File: config.mk
export PLATFORM = sky130hd
export DESIGN_NAME = rcTop
export DESIGN_NICKNAME = d
export VERILOG_FILES = /design/src/hw/rcPkg.sv /design/src/hw/ringPkg.sv /design/src/hw/rcTop.sv /design/src/hw/ringPort.sv /design/src/hw/c2fBuffer.sv /design/src/hw/ageOrder.sv
export SDC_FILE = /design/constraint.sdc
export NUM_CORES = 1
export LEC_CHECK = 0
export BUFFER_PORTS_ARGS = -buffer_cell sky130_fd_sc_hd__buf_4
export CAP_MARGIN = 10
export CORE_ASPECT_RATIO = 0.8
export CORE_MARGIN = 2
export CORE_UTILIZATION = 63
export DETAILED_ROUTE_END_ITERATION = 7
export GPL_TIMING_DRIVEN = 0
export PLACE_DENSITY_LB_ADDON = 0.15
export SLEW_MARGIN = 20
export SYNTH_ARGS = -nofsm -noshare
export SYNTH_HDL_FRONTEND = slang
export SYNTH_HIERARCHICAL = 1
export SYNTH_SLANG_ARGS = --single-unit
export TNS_END_PERCENT = 10
File: constraint.sdc
create_clock -name qClk -period 11.85 [get_ports qClk]
set_clock_uncertainty 0.2 [all_clocks]
set_input_delay 2.37 -clock qClk [delete_from_list [all_inputs] [get_ports qClk]]
set_output_delay 2.37 -clock qClk [all_outputs]
set_load 0.05 [all_outputs]
File: src/hw/rcPkg.sv
// Controller internals: entry states, ring output select, find-first for up to 16 entries

package rcPkg;

    // Widest buffer that findFirst covers
    localparam int MaxEntries = 16;

    // Per-entry state of the core request buffer
    typedef enum logic [2:0] {
        FREE       = 3'b000,  // Slot can take a new request
        WRITE      = 3'b001,  // Write waiting for a ring slot
        READ       = 3'b010,  // Read waiting for a ring slot
        READ_PRGRS = 3'b011,  // Read on the ring, waiting for RD_RSP
        READ_RDY   = 3'b100   // Response data held for the core
    } entryStateT;

    // Source of the next ring output slot
    typedef enum logic [1:0] {
        NOP         = 2'b00,  // Idle slot
        RING_INPUT  = 2'b01,  // Forward registered ring item
        C2F_REQUEST = 2'b10   // Oldest pending core request
    } ringSelT;

    // One-hot of the lowest set bit, zero when vec is zero
    function automatic logic [MaxEntries-1:0] findFirst(input logic [MaxEntries-1:0] vec);
        return vec & (~vec + MaxEntries'(1));
    endfunction

endpackage : rcPkg

File: src/hw/ringPkg.sv
// Ring format: 32-bit address and data, core id in the top address byte, 2-bit opcode

package ringPkg;

    // ==========================================================
    // Field widths
    // ==========================================================
    localparam int AddrWidth     = 32;
    localparam int DataWidth     = 32;
    localparam int CoreIdWidth   = 8;
    localparam int CoreIdMsb     = AddrWidth - 1;  // Core id is the address top byte
    localparam int ThreadIdWidth = 2;

    // ==========================================================
    // Ring command
    // ==========================================================
    // WR_BCAST is only recognised so it can be dropped
    typedef enum logic [1:0] {
        RD       = 2'b00,  // Read request
        RD_RSP   = 2'b01,  // Read response, data holds the read value
        WR       = 2'b10,  // Write request
        WR_BCAST = 2'b11   // Broadcast write, not supported here
    } ringOpcodeT;

endpackage : ringPkg
File: src/hw/rcTop.sv
// Ring controller top: no F2C path, broadcast writes and own-core requests are dropped
`timescale 1ns/10ps

module rcTop
    import ringPkg::*;
#(
    parameter int EntriesNum = 4  // Power of two, 2 to 16
) (
    input  logic                     qClk,
    input  logic                     rstN,
    input  logic [CoreIdWidth-1:0]   coreId,
    // Ring in
    input  logic                     ringInValid,
    input  ringOpcodeT               ringInOpcode,
    input  logic [AddrWidth-1:0]     ringInAddress,
    input  logic [DataWidth-1:0]     ringInData,
    // Ring out
    output logic                     ringOutValid,
    output ringOpcodeT               ringOutOpcode,
    output logic [AddrWidth-1:0]     ringOutAddress,
    output logic [DataWidth-1:0]     ringOutData,
    // Core request
    input  logic                     coreReqValid,
    input  ringOpcodeT               coreReqOpcode,
    input  logic [ThreadIdWidth-1:0] coreReqThreadId,
    input  logic [AddrWidth-1:0]     coreReqAddress,
    input  logic [DataWidth-1:0]     coreReqData,
    // Core response
    output logic                     coreRspValid,
    output logic [ThreadIdWidth-1:0] coreRspThreadId,
    output logic [DataWidth-1:0]     coreRspData,
    output logic                     coreStall
);

    // Registered ring input, shared by both blocks
    logic                 ringValidQ501;
    ringOpcodeT           ringOpcodeQ501;
    logic [AddrWidth-1:0] ringAddressQ501;
    logic [DataWidth-1:0] ringDataQ501;

    logic                 rspConsumed;
    logic                 c2fReqValid;
    ringOpcodeT           c2fReqOpcode;
    logic [AddrWidth-1:0] c2fReqAddress;
    logic [DataWidth-1:0] c2fReqData;
    logic                 c2fGrant;

    ringPort ringPort0 (.*);

    c2fBuffer #(
        .EntriesNum (EntriesNum)
    ) c2fBuffer0 (.*);

endmodule : rcTop

File: src/hw/ringPort.sv
// Ring port: no back-pressure, ring traffic always wins the output slot over core requests
`timescale 1ns/10ps

module ringPort
    import ringPkg::*;
    import rcPkg::*;
(
    input  logic                 qClk,
    input  logic                 rstN,
    // Ring input
    input  logic                 ringInValid,
    input  ringOpcodeT           ringInOpcode,
    input  logic [AddrWidth-1:0] ringInAddress,
    input  logic [DataWidth-1:0] ringInData,
    // Registered ring input toward the buffer
    output logic                 ringValidQ501,
    output ringOpcodeT           ringOpcodeQ501,
    output logic [AddrWidth-1:0] ringAddressQ501,
    output logic [DataWidth-1:0] ringDataQ501,
    input  logic                 rspConsumed,
    // Pending core request
    input  logic                 c2fReqValid,
    input  ringOpcodeT           c2fReqOpcode,
    input  logic [AddrWidth-1:0] c2fReqAddress,
    input  logic [DataWidth-1:0] c2fReqData,
    output logic                 c2fGrant,
    // Ring output
    output logic                 ringOutValid,
    output ringOpcodeT           ringOutOpcode,
    output logic [AddrWidth-1:0] ringOutAddress,
    output logic [DataWidth-1:0] ringOutData
);

    ringSelT              ringSel;
    logic                 outValidNext;
    ringOpcodeT           outOpcodeNext;
    logic [AddrWidth-1:0] outAddressNext;
    logic [DataWidth-1:0] outDataNext;

    // ==========================================================
    // Input stage
    // ==========================================================
    always_ff @(posedge qClk) begin
        if (!rstN) ringValidQ501 <= 1'b0;
        else       ringValidQ501 <= ringInValid;
    end

    always_ff @(posedge qClk) begin
        ringOpcodeQ501  <= ringInOpcode;
        ringAddressQ501 <= ringInAddress;
        ringDataQ501    <= ringInData;
    end

    // ==========================================================
    // Output select
    // ==========================================================
    always_comb begin
        if (ringValidQ501 && !rspConsumed) ringSel = RING_INPUT;  // Forward first
        else if (c2fReqValid)              ringSel = C2F_REQUEST; // Free slot, send request
        else                               ringSel = NOP;
    end

    assign c2fGrant = (ringSel == C2F_REQUEST);

    always_comb begin
        unique case (ringSel)
            RING_INPUT: begin
                outValidNext   = 1'b1;
                outOpcodeNext  = ringOpcodeQ501;
                outAddressNext = ringAddressQ501;
                outDataNext    = ringDataQ501;
            end
            C2F_REQUEST: begin
                outValidNext   = 1'b1;
                outOpcodeNext  = c2fReqOpcode;
                outAddressNext = c2fReqAddress;
                outDataNext    = c2fReqData;
            end
            default: begin  // Idle slot, all fields zero
                outValidNext   = 1'b0;
                outOpcodeNext  = RD;  // Zero encoding
                outAddressNext = '0;
                outDataNext    = '0;
            end
        endcase
    end

    // Output stage
    always_ff @(posedge qClk) begin
        if (!rstN) ringOutValid <= 1'b0;
        else       ringOutValid <= outValidNext;
    end

    always_ff @(posedge qClk) begin
        ringOutOpcode  <= outOpcodeNext;
        ringOutAddress <= outAddressNext;
        ringOutData    <= outDataNext;
    end

endmodule : ringPort

File: src/hw/c2fBuffer.sv
// Core request buffer; RD_RSP matched by full address, so outstanding read addresses must be unique
`timescale 1ns/10ps

module c2fBuffer
    import ringPkg::*;
    import rcPkg::*;
#(
    parameter int EntriesNum = 4
) (
    input  logic                     qClk,
    input  logic                     rstN,
    input  logic [CoreIdWidth-1:0]   coreId,
    // Core request
    input  logic                     coreReqValid,
    input  ringOpcodeT               coreReqOpcode,
    input  logic [ThreadIdWidth-1:0] coreReqThreadId,
    input  logic [AddrWidth-1:0]     coreReqAddress,
    input  logic [DataWidth-1:0]     coreReqData,
    // Registered ring input
    input  logic                     ringValidQ501,
    input  ringOpcodeT               ringOpcodeQ501,
    input  logic [AddrWidth-1:0]     ringAddressQ501,
    input  logic [DataWidth-1:0]     ringDataQ501,
    output logic                     rspConsumed,
    // Oldest pending request toward the ring
    output logic                     c2fReqValid,
    output ringOpcodeT               c2fReqOpcode,
    output logic [AddrWidth-1:0]     c2fReqAddress,
    output logic [DataWidth-1:0]     c2fReqData,
    input  logic                     c2fGrant,
    // Core response
    output logic                     coreRspValid,
    output logic [ThreadIdWidth-1:0] coreRspThreadId,
    output logic [DataWidth-1:0]     coreRspData,
    output logic                     coreStall
);

    localparam int IdxWidth = $clog2(EntriesNum);

    // Entry storage
    entryStateT                 stateQ    [EntriesNum];
    entryStateT                 stateNext [EntriesNum];
    ringOpcodeT                 opcodeQ   [EntriesNum];
    logic [ThreadIdWidth-1:0]   threadIdQ [EntriesNum];
    logic [AddrWidth-1:0]       addressQ  [EntriesNum];
    logic [DataWidth-1:0]       dataQ     [EntriesNum];

    logic [EntriesNum-1:0]      freeVec;
    logic [EntriesNum-1:0]      firstFree;
    logic [EntriesNum-1:0]      allocOneHot;
    logic [EntriesNum-1:0]      deallocVec;
    logic [EntriesNum-1:0]      matchVec;     // READ_PRGRS entries hit by the ring item
    logic [EntriesNum-1:0]      matchFirst;
    logic [EntriesNum-1:0]      readyMask;
    logic [EntriesNum-1:0]      sendMask;
    logic [EntriesNum-1:0]      sendTaken;    // Oldest send entry won the ring slot
    logic [EntriesNum-1:0]      rspTaken;     // Oldest ready entry shown to the core
    logic [IdxWidth-1:0]        oldestReady;
    logic [IdxWidth-1:0]        oldestSend;
    logic                       reqAccept;

    // ==========================================================
    // Entry status vectors
    // ==========================================================
    always_comb begin
        for (int i = 0; i < EntriesNum; i++) begin
            freeVec[i]   = (stateQ[i] == FREE);
            readyMask[i] = (stateQ[i] == READ_RDY);
            sendMask[i]  = (stateQ[i] == READ) || (stateQ[i] == WRITE);
            matchVec[i]  = ringValidQ501 && (ringOpcodeQ501 == RD_RSP) &&
                           (stateQ[i] == READ_PRGRS) && (ringAddressQ501 == addressQ[i]);
        end
    end

    assign coreStall   = ~|freeVec;  // No free slot left
    assign firstFree   = EntriesNum'(findFirst(MaxEntries'(freeVec)));
    assign matchFirst  = EntriesNum'(findFirst(MaxEntries'(matchVec)));
    assign rspConsumed = |matchVec;

    // Only RD and WR to another core are taken, the rest is dropped
    assign reqAccept   = coreReqValid && !coreStall &&
                         ((coreReqOpcode == RD) || (coreReqOpcode == WR)) &&
                         (coreReqAddress[CoreIdMsb -: CoreIdWidth] != coreId);
    assign allocOneHot = reqAccept ? firstFree : '0;

    assign sendTaken   = c2fGrant ? (EntriesNum'(1) << oldestSend) : '0;
    assign rspTaken    = (|readyMask) ? (EntriesNum'(1) << oldestReady) : '0;

    // ==========================================================
    // Per-entry FSM
    // ==========================================================
    always_comb begin
        for (int i = 0; i < EntriesNum; i++) begin
            stateNext[i] = stateQ[i];
            unique case (stateQ[i])
                FREE:       if (allocOneHot[i]) stateNext[i] = (coreReqOpcode == RD) ? READ : WRITE;
                WRITE:      if (sendTaken[i])   stateNext[i] = FREE;        // Done once on the ring
                READ:       if (sendTaken[i])   stateNext[i] = READ_PRGRS;
                READ_PRGRS: if (matchFirst[i])  stateNext[i] = READ_RDY;
                READ_RDY:   if (rspTaken[i])    stateNext[i] = FREE;        // Core took it
                default:    stateNext[i] = FREE;
            endcase
            deallocVec[i] = (stateQ[i] != FREE) && (stateNext[i] == FREE);
        end
    end

    always_ff @(posedge qClk) begin
        for (int i = 0; i < EntriesNum; i++) begin
            if (!rstN) stateQ[i] <= FREE;
            else       stateQ[i] <= stateNext[i];
        end
    end

    // Payload; alloc and match never hit the same entry
    always_ff @(posedge qClk) begin
        for (int i = 0; i < EntriesNum; i++) begin
            if (allocOneHot[i]) begin
                opcodeQ[i]   <= coreReqOpcode;
                threadIdQ[i] <= coreReqThreadId;
                addressQ[i]  <= coreReqAddress;
                dataQ[i]     <= coreReqData;
            end else if (matchFirst[i]) begin
                dataQ[i]     <= ringDataQ501;  // Read data from the responder
            end
        end
    end

    // ==========================================================
    // Ordering and outputs
    // ==========================================================
    ageOrder #(
        .EntriesNum (EntriesNum)
    ) ageOrder0 (
        .qClk        (qClk),
        .rstN        (rstN),
        .allocOneHot (allocOneHot),
        .deallocVec  (deallocVec),
        .readyMask   (readyMask),
        .sendMask    (sendMask),
        .oldestReady (oldestReady),
        .oldestSend  (oldestSend)
    );

    assign c2fReqValid     = |sendMask;
    assign c2fReqOpcode    = opcodeQ[oldestSend];
    assign c2fReqAddress   = addressQ[oldestSend];
    assign c2fReqData      = dataQ[oldestSend];

    assign coreRspValid    = |readyMask;  // Strobe, core always accepts
    assign coreRspThreadId = threadIdQ[oldestReady];
    assign coreRspData     = dataQ[oldestReady];

endmodule : c2fBuffer

File: src/hw/ageOrder.sv
// Age matrix for 2 to 16 entries; outputs are don't-care while their mask is all zero
`timescale 1ns/10ps

module ageOrder #(
    parameter int EntriesNum = 4
) (
    input  logic                          qClk,
    input  logic                          rstN,
    input  logic [EntriesNum-1:0]         allocOneHot,  // Entry taking a new request
    input  logic [EntriesNum-1:0]         deallocVec,   // Entries going back to FREE
    input  logic [EntriesNum-1:0]         readyMask,    // READ_RDY entries
    input  logic [EntriesNum-1:0]         sendMask,     // READ and WRITE entries
    output logic [$clog2(EntriesNum)-1:0] oldestReady,
    output logic [$clog2(EntriesNum)-1:0] oldestSend
);

    localparam int IdxWidth = $clog2(EntriesNum);

    // olderQ[r][c] set means entry c was allocated before entry r
    logic [EntriesNum-1:0][EntriesNum-1:0] olderQ;

    // ==========================================================
    // Matrix update
    // ==========================================================
    always_ff @(posedge qClk) begin
        if (!rstN) begin
            olderQ <= '0;
        end else begin
            for (int r = 0; r < EntriesNum; r++) begin
                for (int c = 0; c < EntriesNum; c++) begin
                    if (allocOneHot[r]) begin
                        // Newcomer is younger than everyone else
                        olderQ[r][c] <= (r != c);
                    end else if (allocOneHot[c] || deallocVec[r] || deallocVec[c]) begin
                        olderQ[r][c] <= 1'b0;  // Newcomer or leaver is older than nobody
                    end
                end
            end
        end
    end

    // ==========================================================
    // Oldest lookup
    // ==========================================================
    // Stale bits toward free entries are harmless, the masks drop them
    always_comb begin
        oldestReady = '0;
        oldestSend  = '0;
        for (int i = 0; i < EntriesNum; i++) begin
            if (readyMask[i] && !(|(olderQ[i] & readyMask))) begin
                oldestReady = IdxWidth'(i);
            end
            if (sendMask[i] && !(|(olderQ[i] & sendMask))) begin
                oldestSend = IdxWidth'(i);
            end
        end
    end

endmodule : ageOrder

==> flow_summary_export.csv, run 1 <==
group,metric,value,unit
setup_path,worstSetupPathType,"flop to output port",
floorplanning,die_area,32010,µm²
hold_path,whs_endpoint,"ringPort0/ringOutAddress[16]$_DFF_P_",
floorplanning,core-area,30240,µm²
cts,hold_buffers,0,
synth,synth_ff_type,"edfxtp_1",
global_routing,grt_busiest_layer,"met2",
global_routing,overflow,0,
setup_path,ff2ff_setup_slack,6720,ps
global_routing,met2_usage,0.4902,
placed_design,dp_hpwl,36160,µm
cts,htreeDepth,2,
synth,synth-seq-cells,427,
setup_path,cpPeakStageDelay,800,ps
synth,yosysSeqAreaShare,0.5849,
synth,synth_nets,1441,
cts,cts_tree,"built",
setup_path,crit_arrival,4260,ps
final_layout,final_cell_mix,"272 x edfxtp_1, 253 x buf_4, 155 x dfxtp_1",
synth,synthDistinctLibCells,56,
floorplanning,dieHeight,160.4,µm
drt,ant_nets,0,
floorplanning,num_rows,57,
floorplanning,start_util,0.6372,
final_layout,seqCellArea,11270,µm²
final_layout,layout-drive-gt1-share,0.3553,
global_routing,grtUsageTotal,0.3317,
drt,via_per_inst,6.267,
cts,cts_buffer_depth,3,
setup_path,worstReg2RegStart,"ringPort0/ringAddressQ501[12]$_DFF_P_",
setup_path,timing.rr.end,"c2fBuffer0/ageOrder0/olderQ[9]$_SDFFE_PN0P_",
synth,synth.avg_cell_area,14.88,µm²
global_routing,met1_usage,0.4826,
cts,clkSlewWorstSetupHoldPaths,60,ps
run,cap_violations,0,
timing,rsz0062_at_grt,"false",
timing,slew_headroom,0.3230,
hold_path,hp-start,"ringPort0/ringAddressQ501[16]$_DFF_P_",
timing,max_freq,146.4,MHz
drt,drc,0,
setup_path,start_kind,"flop",
timing,final.period_utilization,0.5765,
final_layout,nets,1739,
cts,numCtsBuffers,43,
setup_path,crit_buf_inv,4,
setup_path,cp_max_fo,10,
drt,routed_wl,52010,µm
global_routing,grt_use_met3,0.09135,
timing,setup_viol,0,
final_layout,fin_util,0.7700,
setup_path,crit_family,"buffers and inverters",
setup_path,crit_chain,"clkbuf_1, nor3b_1, a22oi_1, nand3_1, a41o_1, buf_2, buf_1, mux4_2, buf_4",
setup_path,worstPathRequired,9280,ps
timing,hold_violations,0,
setup_path,reg2reg_depth,16,
final_layout,final_common_cell,"edfxtp_1",
placed_design,place.gp.congestion,0.9275,
hold_path,worstHoldPathType,"flop to flop",
pwr,powerDensity,153.1,nW/µm²
cts,cts_resized,0,
run_status,status,"finished clean",
global_routing,antenna_found_initial,3,
global_routing,grt_pass1_vias,12963,
floorplanning,io_pins,249,
setup_path,slowest_stage,"buf_1",
global_routing,grt_first_pass_wirelength,77660,µm
synth,synth_area,19270,µm²
hold_path,min_path_cells,2,
setup_path,end_kind,"output port",
pwr,p_leak,8.439,nW
floorplanning,die_x,199.5,µm
drt,wl_per_cell,25.48,µm
cts,clockRootBuffer,"clkbuf_16",
timing,setup_tns,0,ps
synth,synth_edf_count,272,
global_routing,grt_max_degree,44,
timing,final-max-slew-violation-count,0,
drt,first_pass_iters,5,
drt,vias,12791,
drt,drtIter0Drc,1421,
synth,synthArstFlopShare,0,
final_layout,multi_input_area,7579,µm²
cts,clock_sinks,427,
synth,syn-instance-count,1295,
final_layout,syn_to_final_growth,20.84,%
cts,clk_latency,550,ps
timing,period_needed,6831,ps
final_layout,fillCellCount,1874,
cts,post_cts_buffers,0,
timing,worstMarginPinSlew,1015,ps
pwr,ir_drop,160.6,µV
placed_design,place.port_buffers,248,
synth,ys_warn_count,6,
sequential cells by signal, indices dropped and copies added, names as in the netlist:
signal                       count
ringPort0/ringDataQ501          32
ringPort0/ringOutAddress        32
c2fBuffer0/threadIdQ             8
ringPort0/ringValidQ501          1
c2fBuffer0/dataQ               128
ringPort0/ringOpcodeQ501         2
ringPort0/ringAddressQ501       32
c2fBuffer0/ageOrder0/olderQ      9
ringPort0/ringOutOpcode          2
ringPort0/ringOutData           32
ringPort0/ringOutValid           1
c2fBuffer0/addressQ            128
c2fBuffer0/opcodeQ               8
c2fBuffer0/stateQ               12
final cells by class:
cell class / count / area share
Antenna cell: 1 / 0.0001075
Buffer: 79 / 0.01848
Clock buffer: 69 / 0.05879
Clock inverter: 10 / 0.005535
Inverter: 3 / 0.0004836
Multi-Input combinational cell: 786 / 0.3255
Sequential cell: 427 / 0.4840
Tap cell: 413 / 0.02219
Timing Repair Buffer: 253 / 0.08490
metal layers:
metal / share of wire / vias to the layer above
li1: - / 5523
met1: 0.40 / 6356
met2: 0.45 / 794
met3: 0.13 / 114
met4: 0.028 / 4
met5: 0.00048 / -
per-stage QoR:
step	total power [W]	cell area, µm²	setup WS, ps	hold slack [ps]	cells
finish	0.003565	23280	5019	316.5	2041
floorplan	0.001986	19270	6361	248.7	1295
global placement	0.002156	21650	4255	279.2	1956
detailed placement	0.002168	21780	5586	296.2	1961
CTS	0.003569	23280	4975	309.0	2040
global route	0.003658	23280	4695	336.3	2040
how the worst max path moves through the flow:
stage                                  startpoint                                to  slack [ps]  depth (start not counted)
4_1_cts        c2fBuffer0/stateQ[3][2]$_SDFF_PN0_                   coreRspData[23]        4980                          9
2_1_floorplan                  coreReqAddress[29]  c2fBuffer0/dataQ[2][0]$_DFFE_PP_        6360                          6
5_1_grt        c2fBuffer0/stateQ[3][2]$_SDFF_PN0_                   coreRspData[23]        4690                          9
6_report       c2fBuffer0/stateQ[3][2]$_SDFF_PN0_                   coreRspData[23]        5020                          9
3_5_place_dp   c2fBuffer0/stateQ[3][2]$_SDFF_PN0_                   coreRspData[23]        5590                          9
3_3_place_gp                   coreReqAddress[30]  c2fBuffer0/dataQ[2][5]$_DFFE_PP_        4260                          7
cells by family after synthesis:
| family | synth area share |
|---|---|
| flip-flops | 0.5849 |
| buffers and inverters | 0.02286 |
| XOR/XNOR | 0.06318 |
| AND/OR/NAND/NOR | 0.09090 |
| multiplexers | 0.2043 |
| AO/OA/AOI/OAI | 0.03383 |
worst min-delay path: stages (launching register included):
cell and delay, ps:
dfxtp_1 330, nand3b_1 80, o21ai_1 50
cells in the mapped netlist, types with 9 or more instances:
library cell | count | area (µm²)
edfxtp_1 | 272 | 8168
dfxtp_1 | 155 | 3103
mux4_2 | 100 | 2252
nand2_1 | 95 | 356.6
xnor2_1 | 92 | 805.8
nand3b_1 | 69 | 518.0
o21ai_0 | 64 | 320.3
mux2_4 | 54 | 810.8
mux2_2 | 49 | 551.8
xor2_1 | 47 | 411.6
clkbuf_1 | 34 | 127.6
mux2_1 | 26 | 292.8
nor2_1 | 25 | 93.84
nand4_1 | 21 | 131.4
buf_2 | 17 | 85.08
nor4_1 | 15 | 93.84
nor3_1 | 13 | 65.06
buf_6 | 12 | 135.1
nand2b_1 | 11 | 68.82
o21a_1 | 11 | 82.58
nor4b_1 | 10 | 87.58
a21oi_1 | 9 | 45.04
buf_1 | 9 | 33.78
o21ai_1 | 9 | 45.04
power breakdown:
part / internal (W) / total [W] / switching (W)
logic: 0.000179 / 0.000462 / 0.000284
registers: 0.00164 / 0.00168 / 0.0000402
clock network: 0.000857 / 0.00142 / 0.000562
(Power assumes the default switching activity.)
==> inputs of run 2 (changes only) <==
Settings changed: ABC_AREA from default to 1, CORE_UTILIZATION 63 to 53.
Clock period 11.85 ns to 6.1 ns, I/O delays scaled along.
==> run 2 against run 1 <==
Against the previous run: critical path depth rose by 5; first-iteration DRC count increased by 97%; final area up 4.4%; non-clock buffer count rose by 29; die area is 24% higher; setup slack lost 4200 ps; clock-buffer cell count shrank 10; via count up 42%; global-route usage rose by 1.6 points; cell count up 51%; synthesized cell count is 74% higher; flip-flop and latch count unchanged; largest power group unchanged.
==> flow_summary_export.csv, run 2 <==
group,metric,value,unit
cts,cts_tree,"built",
cts,htreeDepth,2,
final_layout,layout-drive-gt1-share,0.1775,
timing,final-max-slew-violation-count,0,
drt,wl_per_cell,22.80,µm
final_layout,design_area,24320,µm²
global_routing,grt_max_degree,41,
timing,max_freq,188.4,MHz
placed_design,dp_hpwl,51210,µm
setup_path,cp_max_fo,10,
setup_path,worstReg2RegStart,"ringPort0/ringAddressQ501[28]$_DFF_P_",
drt,ant_nets,0,
final_layout,fin_cells,3075,
placed_design,dp.cells,2993,
timing,setup_tns,0,ps
synth,synth_ff_type,"edfxtp_1",
global_routing,grt_pass1_vias,16933,
synth,synth_nets,2398,
setup_path,end_kind,"output port",
floorplanning,num_rows,63,
setup_path,crit_arrival,3890,ps
setup_path,worstSetupPathType,"flop to output port",
setup_path,start_kind,"flop",
hold_path,worstHoldPathType,"flop to flop",
setup_path,ff2ff_setup_slack,1140,ps
cts,clockRootBuffer,"clkbuf_16",
pwr,ir_drop,229.3,µV
synth,synth_top_area_frac,0.4037,
final_layout,syn_to_final_growth,20.21,%
hold_path,hp-start,"ringPort0/ringDataQ501[18]$_DFF_P_",
timing,setup_viol,0,
cts,cts_resized,0,
timing,rsz0062_at_grt,"false",
final_layout,final_common_cell,"nand2_1",
synth,synthArstFlopShare,0,
drt,via_per_inst,5.897,
cts,clock_sinks,427,
cts,hold_buffers,0,
hold_path,min_path_cells,2,
placed_design,place_area,22850,µm²
setup_path,timing.rr.end,"c2fBuffer0/ageOrder0/olderQ[6]$_SDFFE_PN0P_",
global_routing,overflow,0,
pwr,p_leak,10.65,nW
placed_design,place.gp.congestion,1.019,
drt,routed_wl,70110,µm
synth,syn-instance-count,2252,
synth,yosysTopAreaCell,"edfxtp_1",
global_routing,antenna_found_initial,2,
timing,period_needed,5307,ps
cts,cts_buffer_depth,3,
global_routing,grt_first_pass_wirelength,102400,µm
synth,synth.avg_cell_area,8.984,µm²
synth,synth_edf_count,272,
drt,first_pass_iters,6,
cts,post_cts_buffers,0,
floorplanning,core-area,37360,µm²
synth,yosysSeqAreaShare,0.5571,
synth,yosysMostFrequentCell,"nand2_1",
run,cap_violations,0,
synth,synth_adder_area_share,0,
synth,synth_area,20230,µm²
synth,synth-simple-area-share,0.2063,
drt,vias,18132,
timing,slew_headroom,0.3081,
final_layout,reg_top3,"c2fBuffer0/addressQ: 128 flops, c2fBuffer0/dataQ: 128 flops",
run_status,status,"finished clean",
synth,synth_area_leaders,"edfxtp_1 40%, dfxtp_1 15%, nand2_1 12%, inv_1 4.6%, nand3_1 3.9%",
cts,numCtsBuffers,43,
floorplanning,start_util,0.5415,
placed_design,place.port_buffers,248,
synth,ys_warn_count,6,
timing,final.period_utilization,0.8700,
pwr,powerDensity,287.9,nW/µm²
final_layout,seqCellArea,11270,µm²
cts,clk_latency,570,ps
timing,worstMarginPinSlew,1034,ps
setup_path,reg2reg_depth,21,
synth,synth_xor_xnor_area_share,0.03234,
hold_path,whs_endpoint,"ringPort0/ringOutData[18]$_DFF_P_",
setup_path,worstPathRequired,4680,ps
floorplanning,die_area,39760,µm²
timing,hold_violations,0,
synth,synthMuxAreaShare,0,
global_routing,grtUsageTotal,0.3475,
floorplanning,die_x,222.4,µm
drt,drtIter0Drc,2802,
floorplanning,dieHeight,178.8,µm
drt,drc,0,
synth,synth_top_family_by_area,"simple AND/OR/NAND/NOR gates",
synth,synth_common_cells,"649 x nand2_1, 272 x edfxtp_1, 247 x inv_1",
synth,synth-seq-cells,427,
final_layout,final_cell_mix,"645 x nand2_1, 272 x edfxtp_1, 258 x buf_4",
floorplanning,io_pins,249,
final_layout,nets,2697,
synth,synth-compound-area-share,0.1229,
final_layout,multi_input_area,7326,µm²
synth,synthDistinctLibCells,43,
cts,clkSlewWorstSetupHoldPaths,60,ps
final_layout,fillCellCount,3078,
run 2: cell count changes after synthesis, moves of 77 or more:
| cell | change |
|---|---|
| nand3_1 | +151 |
| nor2_1 | +120 |
| mux4_2 | -100 |
| nand2_1 | +554 |
| o221ai_1 | +77 |
| inv_1 | +244 |
| a22oi_1 | +92 |
run 2: cell type report:
class,count,share of cell area
multi-input cells,1443,0.3012
clock inverters,21,0.009209
repair buffers,254,0.08211
flip-flops and latches,427,0.4634
diodes,2,0.0002058
inverters,275,0.04265
well taps,487,0.02505
plain buffers,107,0.02521
clock buffers,59,0.05093
run 2: how the worst max path moves through the flow:
| stage | start | to | slack, ps | depth (start not counted) |
|---|---|---|---|---|
| 5_1_grt | c2fBuffer0/stateQ[2][0]$_SDFF_PN0_ | coreRspData[13] | 690 | 13 |
| 3_3_place_gp | coreReqAddress[26] | c2fBuffer0/ageOrder0/olderQ[6]$_SDFFE_PN0P_ | 1030 | 14 |
| 2_1_floorplan | c2fBuffer0/stateQ[2][0]$_SDFF_PN0_ | coreRspData[10] | 2370 | 11 |
| 4_1_cts | c2fBuffer0/stateQ[1][1]$_SDFF_PN0_ | coreRspData[29] | 1000 | 14 |
| 6_report | c2fBuffer0/stateQ[1][1]$_SDFF_PN0_ | coreRspData[29] | 790 | 14 |
| 3_5_place_dp | ringPort0/ringAddressQ501[28]$_DFF_P_ | c2fBuffer0/ageOrder0/olderQ[6]$_SDFFE_PN0P_ | 1380 | 21 |
run 2: worst max-delay path, cell delays in order (launching register included):
cell and delay, ps:
dfxtp_1 340, nor2_1 170, nand2_1 90, inv_1 150, nand2_1 70, nand2_1 50
inv_1 30, nand2_1 70, nand2_1 60, clkbuf_1 220, nor2_1 830, clkbuf_1 560
a22oi_1 180, o221ai_1 200, buf_4 280
run 2: cell families after synthesis:
group	after synthesis
AO/OA/AOI/OAI	360
XOR/XNOR	73
buffers and inverters	382
flip-flops	427
AND/OR/NAND/NOR	1010
run 2: where the power goes:
group	leakage, nW	switching (W)	internal [W]	total [W]
sequential	3.76	0.0000670	0.00319	0.00326
combinational	6.16	0.000658	0.000314	0.000972
clock	0.726	0.00117	0.00160	0.00277
run 2: metal layers:
| metal | up-vias | share of wire | global-route usage | routed length, µm |
|---|---|---|---|---|
| met5 | - | 0 | 0 | 0 |
| met4 | 0 | 0.031 | 0.1116 | 2190 |
| met3 | 169 | 0.13 | 0.07620 | 9194 |
| met2 | 1247 | 0.42 | 0.5020 | 29110 |
| met1 | 8522 | 0.42 | 0.5193 | 29610 |
| li1 | 8194 | - | - | - |
run 2: through the flow:
stage	setup WS, ps	total power (W)	hold slack [ps]	util
finish	793.0	0.007001	249.9	0.6509
detailed placement	1380	0.004271	240.6	0.6116
global route	691.2	0.007178	278.6	0.6509
floorplan	2365	0.003884	220.8	-
CTS	1005	0.006981	251.4	0.6508
global placement	1035	0.004252	238.3	0.6076
